$ cat src/include/sd_read_macros.svh
`ifndef SD_READ_MACROS_SVH
`define SD_READ_MACROS_SVH

// number of DAT lines on the card bus
`define SD_LANES 4

// one sample of all lanes
`define SD_NIBBLE_W 4

// CRC bits sent per lane after each block
`define SD_CRC_LEN 16

// byte address inside a block, up to 1023 bytes
`define SD_ADDR_W 10

`endif
$ cat src/verilog/sd_read_pkg.sv
package sd_read_pkg;

  `include "sd_read_macros.svh"

  // one sample of the four data lanes
  typedef logic [`SD_NIBBLE_W-1:0] nibble_t;

  // two nibbles, high nibble first on the bus
  typedef logic [2*`SD_NIBBLE_W-1:0] byte_t;

  // byte address within a block, also the block length
  typedef logic [`SD_ADDR_W-1:0] byte_addr_t;

  typedef logic [31:0] block_cnt_t;

  // per-lane CRC-16 register
  typedef logic [`SD_CRC_LEN-1:0] crc16_t;

  typedef enum logic [2:0] {
    IDLE,
    WAIT_START,
    DATA,
    CRC,
    BLOCK_DONE,
    FAIL,
    FINISH
  } read_state_e;

endpackage

$ cat src/verilog/sd_dat_read.sv
`timescale 1ns/1ps

module sd_dat_read (
  input  logic                     i_clk,
  input  logic                     i_rst_n,
  input  logic                     i_trans_start,
  input  sd_read_pkg::byte_addr_t  i_block_bytes,
  input  sd_read_pkg::block_cnt_t  i_block_count,
  input  sd_read_pkg::nibble_t     i_sd_data,
  output sd_read_pkg::byte_t       o_rd_data,
  output sd_read_pkg::byte_addr_t  o_rd_addr,
  output logic                     o_wr_en,
  output logic                     o_reading,
  output logic                     o_busy,
  output logic                     o_done,
  output logic                     o_ok,
  output sd_read_pkg::block_cnt_t  o_block_count
);

  import sd_read_pkg::*;

  // sampled bus, two flops behind the pins
  nibble_t lane_data;

  logic start_bit;
  logic last_nibble;
  logic data_phase;
  logic crc_phase;
  logic block_start;
  logic crc_ok;

  sd_read_ctrl sd_read_ctrl_inst (
    .i_clk          (i_clk),
    .i_rst_n        (i_rst_n),
    .i_trans_start  (i_trans_start),
    .i_block_count  (i_block_count),
    .i_start_bit    (start_bit),
    .i_last_nibble  (last_nibble),
    .i_crc_ok       (crc_ok),
    .o_data_phase   (data_phase),
    .o_crc_phase    (crc_phase),
    .o_block_start  (block_start),
    .o_reading      (o_reading),
    .o_busy         (o_busy),
    .o_done         (o_done),
    .o_ok           (o_ok),
    .o_block_count  (o_block_count)
  );

  sd_nibble_assembler sd_nibble_assembler_inst (
    .i_clk          (i_clk),
    .i_rst_n        (i_rst_n),
    .i_sd_data      (i_sd_data),
    .i_block_bytes  (i_block_bytes),
    .i_data_phase   (data_phase),
    .i_block_start  (block_start),
    .o_lane_data    (lane_data),
    .o_start_bit    (start_bit),
    .o_last_nibble  (last_nibble),
    .o_rd_data      (o_rd_data),
    .o_rd_addr      (o_rd_addr),
    .o_wr_en        (o_wr_en)
  );

  sd_crc16_lanes sd_crc16_lanes_inst (
    .i_clk          (i_clk),
    .i_rst_n        (i_rst_n),
    .i_lane_data    (lane_data),
    .i_block_start  (block_start),
    .i_data_phase   (data_phase),
    .i_crc_phase    (crc_phase),
    .o_crc_ok       (crc_ok)
  );

endmodule

$ cat src/verilog/sd_crc16_lanes.sv
`timescale 1ns/1ps

`include "sd_read_macros.svh"

module sd_crc16_lanes (
  input  logic                  i_clk,
  input  logic                  i_rst_n,
  input  sd_read_pkg::nibble_t  i_lane_data,
  input  logic                  i_block_start,
  input  logic                  i_data_phase,
  input  logic                  i_crc_phase,
  output logic                  o_crc_ok
);

  import sd_read_pkg::*;

  // x^16 + x^12 + x^5 + 1
  localparam crc16_t CRC_POLY = 16'h1021;

  logic [`SD_LANES-1:0] lane_miss;
  logic                 r_crc_ok;

  genvar g;
  generate
    for (g = 0; g < `SD_LANES; g++) begin : g_lane
      crc16_t r_crc;
      logic   fb;

      assign fb = r_crc[`SD_CRC_LEN-1] ^ i_lane_data[g];

      always_ff @(posedge i_clk or negedge i_rst_n) begin
        if (!i_rst_n) begin
          r_crc <= '0;
        end else if (i_block_start) begin
          r_crc <= '0;
        end else if (i_data_phase) begin
          r_crc <= {r_crc[`SD_CRC_LEN-2:0], 1'b0} ^ (fb ? CRC_POLY : '0);
        end else if (i_crc_phase) begin
          // ones shift in, so the end nibble is compared against all ones
          r_crc <= {r_crc[`SD_CRC_LEN-2:0], 1'b1};
        end
      end

      assign lane_miss[g] = (r_crc[`SD_CRC_LEN-1] != i_lane_data[g]);
    end
  endgenerate

  // sticky mismatch flag for the current block
  always_ff @(posedge i_clk or negedge i_rst_n) begin
    if (!i_rst_n) begin
      r_crc_ok <= 1'b0;
    end else if (i_block_start) begin
      r_crc_ok <= 1'b1;
    end else if (i_crc_phase && |lane_miss) begin
      r_crc_ok <= 1'b0;
    end
  end

  // include the nibble on the bus now, so the end nibble counts in its own cycle
  assign o_crc_ok = r_crc_ok && !(i_crc_phase && |lane_miss);

endmodule

$ cat src/verilog/sd_nibble_assembler.sv
`timescale 1ns/1ps

`include "sd_read_macros.svh"

module sd_nibble_assembler (
  input  logic                     i_clk,
  input  logic                     i_rst_n,
  input  sd_read_pkg::nibble_t     i_sd_data,
  input  sd_read_pkg::byte_addr_t  i_block_bytes,
  input  logic                     i_data_phase,
  input  logic                     i_block_start,
  output sd_read_pkg::nibble_t     o_lane_data,
  output logic                     o_start_bit,
  output logic                     o_last_nibble,
  output sd_read_pkg::byte_t       o_rd_data,
  output sd_read_pkg::byte_addr_t  o_rd_addr,
  output logic                     o_wr_en
);

  import sd_read_pkg::*;

  localparam logic [`SD_ADDR_W:0] NIB_ONE = (`SD_ADDR_W+1)'(1);

  nibble_t r_sync1;
  nibble_t r_sync2;
  nibble_t r_high_nib;

  // nibble index in the block is one bit wider than the byte address
  logic [`SD_ADDR_W:0] r_nib_cnt;
  logic [`SD_ADDR_W:0] nib_last;

  // two flops from the pins that reset to the pulled-up idle level
  always_ff @(posedge i_clk or negedge i_rst_n) begin
    if (!i_rst_n) begin
      r_sync1 <= '1;
      r_sync2 <= '1;
    end else begin
      r_sync1 <= i_sd_data;
      r_sync2 <= r_sync1;
    end
  end

  assign o_lane_data = r_sync2;
  assign o_start_bit = (r_sync2 == '0);

  assign nib_last      = {i_block_bytes, 1'b0} - NIB_ONE;
  assign o_last_nibble = i_data_phase && (r_nib_cnt == nib_last);

  always_ff @(posedge i_clk or negedge i_rst_n) begin
    if (!i_rst_n) begin
      r_nib_cnt <= '0;
    end else if (i_block_start) begin
      r_nib_cnt <= '0;
    end else if (i_data_phase) begin
      r_nib_cnt <= r_nib_cnt + NIB_ONE;
    end
  end

  // even nibbles are the high half of the byte
  always_ff @(posedge i_clk) begin
    if (i_data_phase && !r_nib_cnt[0]) begin
      r_high_nib <= r_sync2;
    end
    if (i_data_phase && r_nib_cnt[0]) begin
      o_rd_data <= {r_high_nib, r_sync2};
      o_rd_addr <= r_nib_cnt[`SD_ADDR_W:1];
    end
  end

  always_ff @(posedge i_clk or negedge i_rst_n) begin
    if (!i_rst_n) begin
      o_wr_en <= 1'b0;
    end else begin
      o_wr_en <= i_data_phase && r_nib_cnt[0];
    end
  end

endmodule

$ cat src/verilog/sd_read_ctrl.sv
`timescale 1ns/1ps

`include "sd_read_macros.svh"

module sd_read_ctrl (
  input  logic                     i_clk,
  input  logic                     i_rst_n,
  input  logic                     i_trans_start,
  input  sd_read_pkg::block_cnt_t  i_block_count,
  input  logic                     i_start_bit,
  input  logic                     i_last_nibble,
  input  logic                     i_crc_ok,
  output logic                     o_data_phase,
  output logic                     o_crc_phase,
  output logic                     o_block_start,
  output logic                     o_reading,
  output logic                     o_busy,
  output logic                     o_done,
  output logic                     o_ok,
  output sd_read_pkg::block_cnt_t  o_block_count
);

  import sd_read_pkg::*;

  // last CRC-phase count, the end nibble follows the sixteen CRC nibbles
  localparam logic [4:0] CRC_LAST = 5'(`SD_CRC_LEN);

  read_state_e state;
  read_state_e state_nxt;

  logic       r_trans_start;
  logic       start_edge;
  logic [4:0] r_crc_cnt;
  block_cnt_t r_block_cnt;
  block_cnt_t block_cnt_inc;

  // previous level of the start request, for edge detection
  always_ff @(posedge i_clk or negedge i_rst_n) begin
    if (!i_rst_n) begin
      r_trans_start <= 1'b0;
    end else begin
      r_trans_start <= i_trans_start;
    end
  end

  assign start_edge    = i_trans_start & ~r_trans_start;
  assign block_cnt_inc = r_block_cnt + 32'd1;

  always_ff @(posedge i_clk or negedge i_rst_n) begin
    if (!i_rst_n) begin
      state <= IDLE;
    end else begin
      state <= state_nxt;
    end
  end

  always_comb begin
    state_nxt = state;
    case (state)
      IDLE: begin
        if (start_edge) begin
          state_nxt = WAIT_START;
        end
      end
      WAIT_START: begin
        // start bit seen on the sampled bus, data follows next cycle
        if (i_start_bit) begin
          state_nxt = DATA;
        end
      end
      DATA: begin
        if (i_last_nibble) begin
          state_nxt = CRC;
        end
      end
      CRC: begin
        // decide on the end nibble, crc_ok already covers it
        if (r_crc_cnt == CRC_LAST) begin
          state_nxt = i_crc_ok ? BLOCK_DONE : FAIL;
        end
      end
      BLOCK_DONE: begin
        // a requested count of zero still reads one block
        if (block_cnt_inc < i_block_count) begin
          state_nxt = WAIT_START;
        end else begin
          state_nxt = FINISH;
        end
      end
      FAIL: begin
        state_nxt = IDLE;
      end
      FINISH: begin
        state_nxt = IDLE;
      end
      default: begin
        state_nxt = IDLE;
      end
    endcase
  end

  // counts the 17 nibbles after the data
  always_ff @(posedge i_clk or negedge i_rst_n) begin
    if (!i_rst_n) begin
      r_crc_cnt <= 5'd0;
    end else if (state == CRC) begin
      r_crc_cnt <= r_crc_cnt + 5'd1;
    end else begin
      r_crc_cnt <= 5'd0;
    end
  end

  // good blocks in the current transfer
  always_ff @(posedge i_clk or negedge i_rst_n) begin
    if (!i_rst_n) begin
      r_block_cnt <= '0;
    end else if (state == IDLE && start_edge) begin
      r_block_cnt <= '0;
    end else if (state == BLOCK_DONE) begin
      r_block_cnt <= block_cnt_inc;
    end
  end

  assign o_data_phase  = (state == DATA);
  assign o_crc_phase   = (state == CRC);
  assign o_block_start = (state == WAIT_START) && i_start_bit;
  assign o_reading     = o_data_phase;

  // busy drops in the same cycle that done is raised
  assign o_done        = (state == FAIL) || (state == FINISH);
  assign o_ok          = (state == FINISH);
  assign o_busy        = (state != IDLE) && !o_done;
  assign o_block_count = r_block_cnt;

endmodule

$ cat config.mk
export PLATFORM = sky130hd
export DESIGN_NAME = sd_dat_read
export DESIGN_NICKNAME = d
export VERILOG_FILES = /design/src/verilog/sd_read_pkg.sv /design/src/verilog/sd_dat_read.sv /design/src/verilog/sd_crc16_lanes.sv /design/src/verilog/sd_nibble_assembler.sv /design/src/verilog/sd_read_ctrl.sv
export VERILOG_INCLUDE_DIRS = /design/src /design/src/include
export SDC_FILE = /design/constraint.sdc
export NUM_CORES = 1
export LEC_CHECK = 0
export BUFFER_PORTS_ARGS = -buffer_cell sky130_fd_sc_hd__buf_4
export CAP_MARGIN = 10
export CORE_ASPECT_RATIO = 0.5
export CORE_UTILIZATION = 64
export CTS_BUF_LIST = sky130_fd_sc_hd__clkbuf_4 sky130_fd_sc_hd__clkbuf_8
export DETAILED_ROUTE_END_ITERATION = 12
export GPL_TIMING_DRIVEN = 0
export PLACE_DENSITY = 0.85
export SLEW_MARGIN = 10
export SYNTH_ARGS = -nofsm -noshare
export SYNTH_HDL_FRONTEND = slang
export SYNTH_SLANG_ARGS = --single-unit
$ cat constraint.sdc
create_clock -name i_clk -period 6.9 [get_ports i_clk]
set_clock_uncertainty 0.1 [all_clocks]
set_input_delay 0.345 -clock i_clk [delete_from_list [all_inputs] [get_ports i_clk]]
set_output_delay 0.345 -clock i_clk [all_outputs]
set_load 0.02 [all_outputs]
# Yosys cells after proc, flatten, opt, wreduce, memory -nomap -nowiden
# Index checks and enable logic that the tools add are counted.
# Widths: inputs -> output; s select.
# word_totals
regBits	148
latch_bits	0
ram_bits	0
mem_bits_ro	0
in_bits	49
output_inout_bits	55
elab_cells	98
mem_count	0
# classes
n_addsub	4
mul	0
div_mod_pow	0
magnitude_cmp	1
eq_ne	16
shift	0
n_mux	30
bitwise	10
n_reduce_logical	21
# ops
op	count
$mux 16	12
$mux 32	2
$xor 16x16->16	4
$mux 13	4
$add 32x1->32 const B	1
$lt 32x32->1	1
$mux 11	2
$mux 3	5
$pmux 3 s5	1
$add 11x1->11 const B	1
$eq 11x11->1	1
$sub 11x1->11 const B	1
$eq 3x3->1 const B	3
$logic_and 1x1->1	8
$eq 3x2->1 const B	2
$reduce_bool 2->1	3
$reduce_bool 3->1	2
$add 5x1->5 const B	1
$eq 5x5->1 const B	1
$mux 5	1
$logic_not 4->1	1
$ne 1x1->1	4
$ne 2x1->1 const B	2
$ne 2x2->1 const B	2
10 further kinds	17

# Logic depth before layout (Yosys ltp)
# Gate-level depths: netlist (run 1).
# depth
depth_word	8
depth_mapped	14
depth_no_buf	13

# Hierarchy
# Synthesis (run 1) repeated with hierarchy kept, for this count alone.
# unflattened
hier_cells	732
hier_area_um2	7846.3
# by_module_without_submodules
module	n_inst	cells_per_inst	area_each_um2	seq_area_each_um2
sd_read_ctrl	1	409	3474.6	1026.0
sd_crc16_lanes	1	186	2593.7	1626.6
sd_nibble_assembler	1	137	1778.0	1171.1

# Worst setup path after synthesis (run 1)
# OpenSTA, ideal clock, no wires.
# synth_timing
path_kind	register to register
from	reg sd_read_ctrl_inst.r_block_cnt[9], in the netlist sd_read_ctrl_inst.o_block_count[9]
to	reg sd_read_ctrl_inst.state[0]
setup_time_ns	0.079
arrival_time_ns	3.621
required_ns	6.721
setup_slack_ns	3.100
stages_incl_launch_ff	15
path_buffers	2
synth_period_minus_slack_ns	3.800
path_cell_list	dfrtp_1 -> buf_4 -> nand3_2 -> or4_4 -> or4_1 -> buf_2 -> or2_4 -> xnor2_1 -> ha_1 -> nand4_1 -> nor2_1 -> a221o_1 -> a211o_1 -> nor4_1 -> a2bb2oi_1
# synth_via
elab_chain_cells	4
# synth_rtl
element	line_no	source
start: declaration	sd_read_ctrl.sv:34	block_cnt_t r_block_cnt;
start signal: assignment	sd_read_ctrl.sv:120	r_block_cnt <= block_cnt_inc;
$add 32x1->32	sd_read_ctrl.sv:47	assign block_cnt_inc = r_block_cnt + 32'd1;
$lt 32x32->1	sd_read_ctrl.sv:84	if (block_cnt_inc < i_block_count) begin
$mux 3	sd_read_ctrl.sv:84	
$pmux 3 s5	sd_read_ctrl.sv:59	case (state)
end signal: assignment	sd_read_ctrl.sv:53	state <= state_nxt;
end: declaration	sd_read_ctrl.sv:28	read_state_e state;
# Every way passes these cells.
# A chain may end at the register's enable or synchronous reset.

# Worst setup path in the final report (run 1)
# layout_timing
from	reg sd_read_ctrl_inst.r_block_cnt[0], in the netlist sd_read_ctrl_inst.o_block_count[0]
to	reg sd_read_ctrl_inst.state[0]
# The elaborated chain is that of the path after synthesis.

==> results of run 1 <==
what timing repair did:
| item | in CTS | in global routing |
|---|---|---|
| hold endpoints to repair | 44 | 0 |
| hold buffers | 6 | 0 |
| endpoints found under the setup margin | 0 | 0 |
| resized for setup | 0 | 0 |
cells in the mapped netlist (6+ instances only):
library cell	n
dfrtp_1	118
o31ai_1	16
and2_1	9
and3_1	10
nor2_1	43
xnor2_1	40
xor2_1	23
clkbuf_1	35
o21ai_0	111
nand2_1	155
edfxtp_1	22
or3_1	6
ha_1	36
nand4_1	9
a21oi_1	31
a31oi_1	10
nand3_1	26
dfstp_2	8
inv_1	41
power groups by stage:
stage	Clock, uW	Sequential (uW)	Combinational, uW
finish	649	1340	1000
global route	690	1370	1120
CTS	650	1340	997
detailed placement	0	1350	981
global placement	0	1340	930
floorplan	0	1380	588
metal layers:
| metal | vias to the layer above | track usage | part of all wire |
|---|---|---|---|
| met5 | - | 0 | 0 |
| met4 | 0 | 0.111 | 0.017 |
| met3 | 36 | 0.0508 | 0.059 |
| met2 | 214 | 0.536 | 0.49 |
| met1 | 3173 | 0.393 | 0.43 |
| li1 | 3091 | - | - |
flip-flops by register name, indices dropped and copies added, names as in the netlist, 5 cells and up:
signal	count
sd_nibble_assembler_inst.r_nib_cnt	11
sd_nibble_assembler_inst.o_rd_addr	10
sd_crc16_lanes_inst.g_lane.r_crc	64
sd_read_ctrl_inst.r_crc_cnt	5
sd_nibble_assembler_inst.o_rd_data	8
sd_read_ctrl_inst.o_block_count	32
final cells by class:
cell class / instances / area share
Clock buffer: 17 / 0.0258
Timing Repair Buffer: 110 / 0.0954
Tap cell: 159 / 0.0219
Multi-Input combinational cell: 587 / 0.384
Buffer: 43 / 0.0189
Inverter: 42 / 0.0174
Sequential cell: 148 / 0.422
Clock inverter: 15 / 0.0150
worst paths after layout:
| path | start | end | depth (start not counted) | slack, ns |
|---|---|---|---|---|
| max | sd_read_ctrl_inst.o_block_count[0] | sd_read_ctrl_inst.state[0] | 14 | 2.68 |
| min | sd_nibble_assembler_inst.r_sync1[0] | sd_nibble_assembler_inst.o_lane_data[0] | 0 | 0.26 |
| max reg2reg | sd_read_ctrl_inst.o_block_count[0] | sd_read_ctrl_inst.state[0] | 14 | 2.68 |
| min reg2reg | sd_nibble_assembler_inst.r_sync1[0] | sd_nibble_assembler_inst.o_lane_data[0] | 0 | 0.26 |
| max in group asynchronous | i_rst_n | sd_nibble_assembler_inst.r_sync1[2] | 3 | 5.64 |
| min in group asynchronous | i_rst_n | sd_read_ctrl_inst.o_block_count[13] | 2 | 0.27 |
logic make-up after synthesis:
| group | count (synthesis) | share of synthesized area |
|---|---|---|
| AND/OR/NAND/NOR | 291 | 0.175 |
| AO/OA/AOI/OAI | 197 | 0.150 |
| flip-flops | 148 | 0.501 |
| buffers and inverters | 85 | 0.0431 |
| XOR/XNOR | 63 | 0.0723 |
| adder cells (fa/ha/maj) | 36 | 0.0590 |
stage by stage:
step            util  instance area [um2]  std cells  power, uW  hold WS (ns)
6_report       0.804                 9070       1121       3000         0.262
5_1_grt        0.804                 9070       1121       3180         0.269
4_1_cts        0.804                 9070       1121       2980         0.261
3_5_place_dp   0.765                 8640       1083       2330         0.191
3_3_place_gp   0.763                 8600       1082       2270         0.246
2_1_floorplan      -                 7630        820       1960       -0.0506
worst max-delay path, delay by kind of cell (launching register included):
family          cells  cell delay (ns)
compound gates      3             0.89
xor+xnor            1             0.13
fa+ha+maj           1             0.30
buf+inv             2             0.43
flops               1             0.47
simple gates        7             1.82
==> impl_metrics.csv, run 1 <==
group,metric,value,unit
cells_and_area,n_fill_cell,780,
routing,viasPerCell,5.81,
sta,rsz0062_at_grt,"no",
sta,post-route-min-period,4.22,ns
sta,finalHoldViolations,0,
logic_synthesis,synth_cells,820,
critical_path,cp_max_fo,6,
critical_path,worstPathCellList,"and3_1 > clkbuf_1 > nand3_1 > or4_1 > buf_2 > or2_4 > xnor2_1 > ha_1 > nand4_1 > nor2_1 > a221o_1 > a211o_1 > nor4_1 > a2bb2oi_1",
outcome,status,"completed",
routing,initialDrtViolationCount,536,
floorplanning,die_w,156,um
critical_path,setup.worst_path.class,"register to register",
routing,num_vias,6514,
critical_path,worstSetupStartpointType,"register",
power_and_ir_drop,vdd_ir_drop_max,0.229,mV
sta,finalCritPeriodShare,0.611,
routing,drt-wirelength-per-cell,16.1,um
logic_synthesis,synth-edff-count,22,
logic_synthesis,synth_area,7630,um2
routing,drc,0,
cts,post_cts_buffers,0,
critical_path,cp_data_arrival_time,4.49,ns
floorplanning,start_util,0.676,
logic_synthesis,ys_seq_area_frac,0.501,
logic_synthesis,synth_area_per_cell,9.31,um2
sta,report.final.slew_viol_count,0,
cells_and_area,diodes,0,
cells_and_area,final_common_cell,"nand2_1",
critical_path,slowest_delay,0.60,ns
power_and_ir_drop,p_clk_frac,0.217,
cts,clk_latency,0.45,ns
logic_synthesis,ys_dominant_reg_cell,"dfrtp_1",
placed_design,port_buffers,103,
sta,setup_viol,0,
power_and_ir_drop,leakage,0.00417,uW
routing,ant_nets,0,
logic_synthesis,synth_warnings,0,
cts,clk_pin_slew,0.10,ns
sta,max_freq,237,MHz
floorplanning,rows,27,
grt,antenna_found_initial,0,
cts,clock-sinks,148,
flow_run,max-cap-violations,0,
floorplanning,die_y,79.2,um
floorplanning,core_region_area,11300,um2
cells_and_area,multi_input_area,3480,um2
power_and_ir_drop,p_comb_frac,0.334,
cells_and_area,regArea,3820,um2
routing,finalWirelength,18100,um
cells_and_area,layout_common_cells,"155 x nand2_1, 118 x dfrtp_1, 111 x o21ai_0",
grt,grt_start_max_net_pins,88,
logic_synthesis,synth_fp_nets,905,
cts,cts_made_buffers,17,
routing,dr.pass1.iters,5,
power_and_ir_drop,p_seq_frac,0.449,
cts,h-tree-depth,4,
logic_synthesis,synth-async-reset-ratio,0.851,
cts,cts_tree,"built",
grt,grt_pass1_vias,6192,
floorplanning,die_area,12400,um2
placed_design,routabilityCongestion,0.937,
placed_design,dpl.hpwl,12600,um
cells_and_area,drive_above_1_share,0.164,
logic_synthesis,ys_seq_elements,148,
sta,setup_ws,2.68,ns
power_and_ir_drop,powerDensity,330,nW/um2
power_and_ir_drop,power_switching,1200,uW
sta,finalSetupTns,0,ns
grt,grt_overflow_total,0,
cts,clk_path_buf_depth,2,
worst_hold_path,hold_path.class,"register to register",
critical_path,slowest_stage,"or4_1",
critical_path,worstSetupEndpointType,"register",
cells_and_area,final_nets,1034,
cells_and_area,syn_to_final_growth,18.8,%
grt,track_usage,0.308,
grt,grt_first_pass_wirelength,29500,um
placed_design,place_ws,2.81,ns
logic_synthesis,netlist.area_leader.share,0.387,
logic_synthesis,synthTopCellsByArea,"dfrtp_1 39%, edfxtp_1 8.7%, nand2_1 7.6%, o21ai_0 7.3%, ha_1 5.9%",
power_and_ir_drop,p_int,1790,uW
sta,tightestPinTransition,0.845,ns
power_and_ir_drop,switching_share,0.402,
sta,slew_headroom,0.437,
logic_synthesis,synth_cell_type_count,63,
critical_path,crit_required,7.17,ns
floorplanning,num_io_pins,104,
cts,cts_root_buf,"clkbuf_8",
logic_synthesis,yosysTopAreaCell,"dfrtp_1",
Note: power is estimated with default switching activity, not from simulation.
==> inputs of run 2 (changes only) <==
- CORE_UTILIZATION: 64 -> 54
- PLACE_DENSITY: 0.85 -> 0.77
- clock period: 6.9 -> 3.5 ns (I/O delays scaled with it)
==> impl_metrics.csv, run 2 (same netlist as run 1, synthesis figures left out) <==
group,metric,value,unit
outcome,status,"finished with violations",
outcome,violations,"setup timing",
cells_and_area,final_nets,1068,
critical_path,worstSetupStartpointType,"register",
sta,fin_hold_ws,0.0875,ns
critical_path,cp_data_arrival_time,3.95,ns
critical_path,cp.depth,12,
routing,finalWirelength,18700,um
routing,viasPerCell,5.54,
floorplanning,die_area,14600,um2
sta,tightestPinTransition,0.890,ns
floorplanning,rows,30,
cells_and_area,drive_above_1_share,0.229,
cts,cts_made_buffers,17,
routing,num_vias,6586,
critical_path,crit_required,3.78,ns
sta,report.final.slew_viol_count,0,
routing,ant_nets,0,
grt,grt_overflow_total,0,
placed_design,placed_cells,1116,
cells_and_area,n_fill_cell,1056,
sta,finalCritPeriodShare,1.05,
critical_path,setup.worst_path.class,"register to register",
floorplanning,die_y,86.1,um
cells_and_area,layout_common_cells,"154 x nand2_1, 136 x buf_4, 108 x o21ai_0",
placed_design,port_buffers,103,
cells_and_area,diodes,0,
placed_design,routabilityCongestion,0.885,
routing,drc,0,
placed_design,place_ws,-0.515,ns
grt,grt_pass1_vias,6150,
cts,h-tree-depth,4,
cts,clk_pin_slew,0.09,ns
cts,clk_latency,0.46,ns
cts,cts_root_buf,"clkbuf_8",
critical_path,worstPathCellList,"nand3_1 > or4_4 > or4_4 > or2_4 > xnor2_2 > ha_1 > nand4_1 > nor2_1 > a221o_1 > a211o_1 > nor4_2 > a2bb2oi_1",
floorplanning,die_w,170,um
routing,initialDrtViolationCount,714,
sta,setup_viol,3,
power_and_ir_drop,powerDensity,630,nW/um2
critical_path,critPathBufInv,0,
grt,grt_start_max_net_pins,82,
cells_and_area,syn_to_final_growth,25.5,%
grt,grt_first_pass_wirelength,29200,um
placed_design,dpl.hpwl,12600,um
critical_path,slowest_delay,0.55,ns
placed_design,postPlaceCellArea,8720,um2
grt,track_usage,0.256,
cells_and_area,final_common_cell,"nand2_1",
cts,clock-sinks,148,
sta,max_freq,273,MHz
critical_path,critical_path.top_delay_family,"simple AND/OR/NAND/NOR gates",
cts,clk_path_buf_depth,2,
worst_hold_path,hold_path.class,"input port to async pin",
critical_path,r2r_cells,12,
cells_and_area,fin_util,0.701,
sta,setup_ws,-0.169,ns
cells_and_area,largest_reg_flops,64,
cells_and_area,finalInstanceArea,9580,um2
floorplanning,start_util,0.559,
grt,antenna_found_initial,0,
sta,rsz0062_at_grt,"yes",
sta,post-route-min-period,3.67,ns
critical_path,slowest_stage,"or4_4",
power_and_ir_drop,leakage,0.00441,uW
critical_path,cp_common_cell,"or4_4",
power_and_ir_drop,vdd_ir_drop_max,0.270,mV
floorplanning,num_io_pins,104,
critical_path,worstSetupEndpointType,"register",
routing,dr.pass1.iters,6,
routing,drt-wirelength-per-cell,15.8,um
cells_and_area,instances_no_fill,1188,
flow_run,max-cap-violations,0,
sta,slew_headroom,0.407,
critical_path,cp_max_fo,5,
floorplanning,core_region_area,13700,um2
cells_and_area,regMostFlops,"sd_crc16_lanes_inst.g_lane.r_crc",
cts,cts_tree,"built",
sta,finalHoldViolations,0,
[run 2: changes by cell type in the layout (fill, tap and decap cells not counted), moves of 3 or more]
| cell | delta |
|---|---|
| dfrtp_2 | +17 |
| buf_6 | +5 |
| buf_4 | +32 |
| dfrtp_1 | -17 |
| clkbuf_1 | -3 |
| o21ai_0 | -3 |
[run 2: worst register-to-register path, cell delays in order (launching register included)]
cell and delay [ns]:
dfrtp_2 0.42, nand3_1 0.12, or4_4 0.56, or4_4 0.46, or2_4 0.26, xnor2_2 0.14
ha_1 0.32, nand4_1 0.11, nor2_1 0.05, a221o_1 0.31, a211o_1 0.31, nor4_2 0.24
a2bb2oi_1 0.18
[run 2: power by group]
group / total, uW / internal, uW / leakage, uW / switching [uW]
Combinational: 2080 / 867 / 0.00242 / 1220
Sequential: 2670 / 2250 / 0.00182 / 419
Clock: 1280 / 522 / 0.000178 / 757
Total: 6030 / 3640 / 0.00441 / 2390
[run 2: what timing repair did]
item | CTS | global route
hold buffers | 6 | 0
setup buffers | 13 | 26
pin swaps | 11 | 15
setup endpoints to repair | 3 | 3
hold endpoints to repair | 85 | 0
gates resized for setup | 22 | 15
[run 2: final cells by class]
type                       instances  area, um2  share of cell area
timing repair buffer             148       1170               0.123
tap                              192        240              0.0251
buffer                            39        169              0.0176
clock buffer                      17        234              0.0244
multi-input combinational        587       3620               0.378
clock inverter                    15        136              0.0142
sequential                       148       3840               0.401
inverter                          42        158              0.0165
[run 2: per-layer routing]
| metal | share of wire | wire length [um] | vias up | GRT usage |
|---|---|---|---|---|
| li1 | - | - | 3154 | - |
| met1 | 0.44 | 8230 | 3183 | 0.339 |
| met2 | 0.49 | 9230 | 218 | 0.425 |
| met3 | 0.052 | 978 | 31 | 0.0475 |
| met4 | 0.016 | 293 | 0 | 0.0885 |
| met5 | 0 | 0 | - | 0 |
[run 2: final timing paths]
| kind | from | endpoint | slack, ns |
|---|---|---|---|
| max in group asynchronous | i_rst_n | sd_read_ctrl_inst.o_block_count[12] | 2.44 |
| hold reg to reg | sd_nibble_assembler_inst.r_sync1[2] | sd_nibble_assembler_inst.o_lane_data[2] | 0.26 |
| hold / removal | i_rst_n | sd_crc16_lanes_inst.g_lane[2].r_crc[2] | 0.09 |
| min in group i_clk | i_block_bytes[1] | sd_read_ctrl_inst.state[0] | 0.11 |
| setup reg to reg | sd_read_ctrl_inst.o_block_count[14] | sd_read_ctrl_inst.state[0] | -0.17 |
| setup / recovery | sd_read_ctrl_inst.o_block_count[14] | sd_read_ctrl_inst.state[0] | -0.17 |
[run 2: stage by stage]
step	power [uW]	setup TNS, ns
floorplan	3890	-0.0691
global route	6420	-0.620
CTS	5930	-0.390
global placement	4510	-1.43
finish	6030	-0.268
detailed placement	4610	-1.53
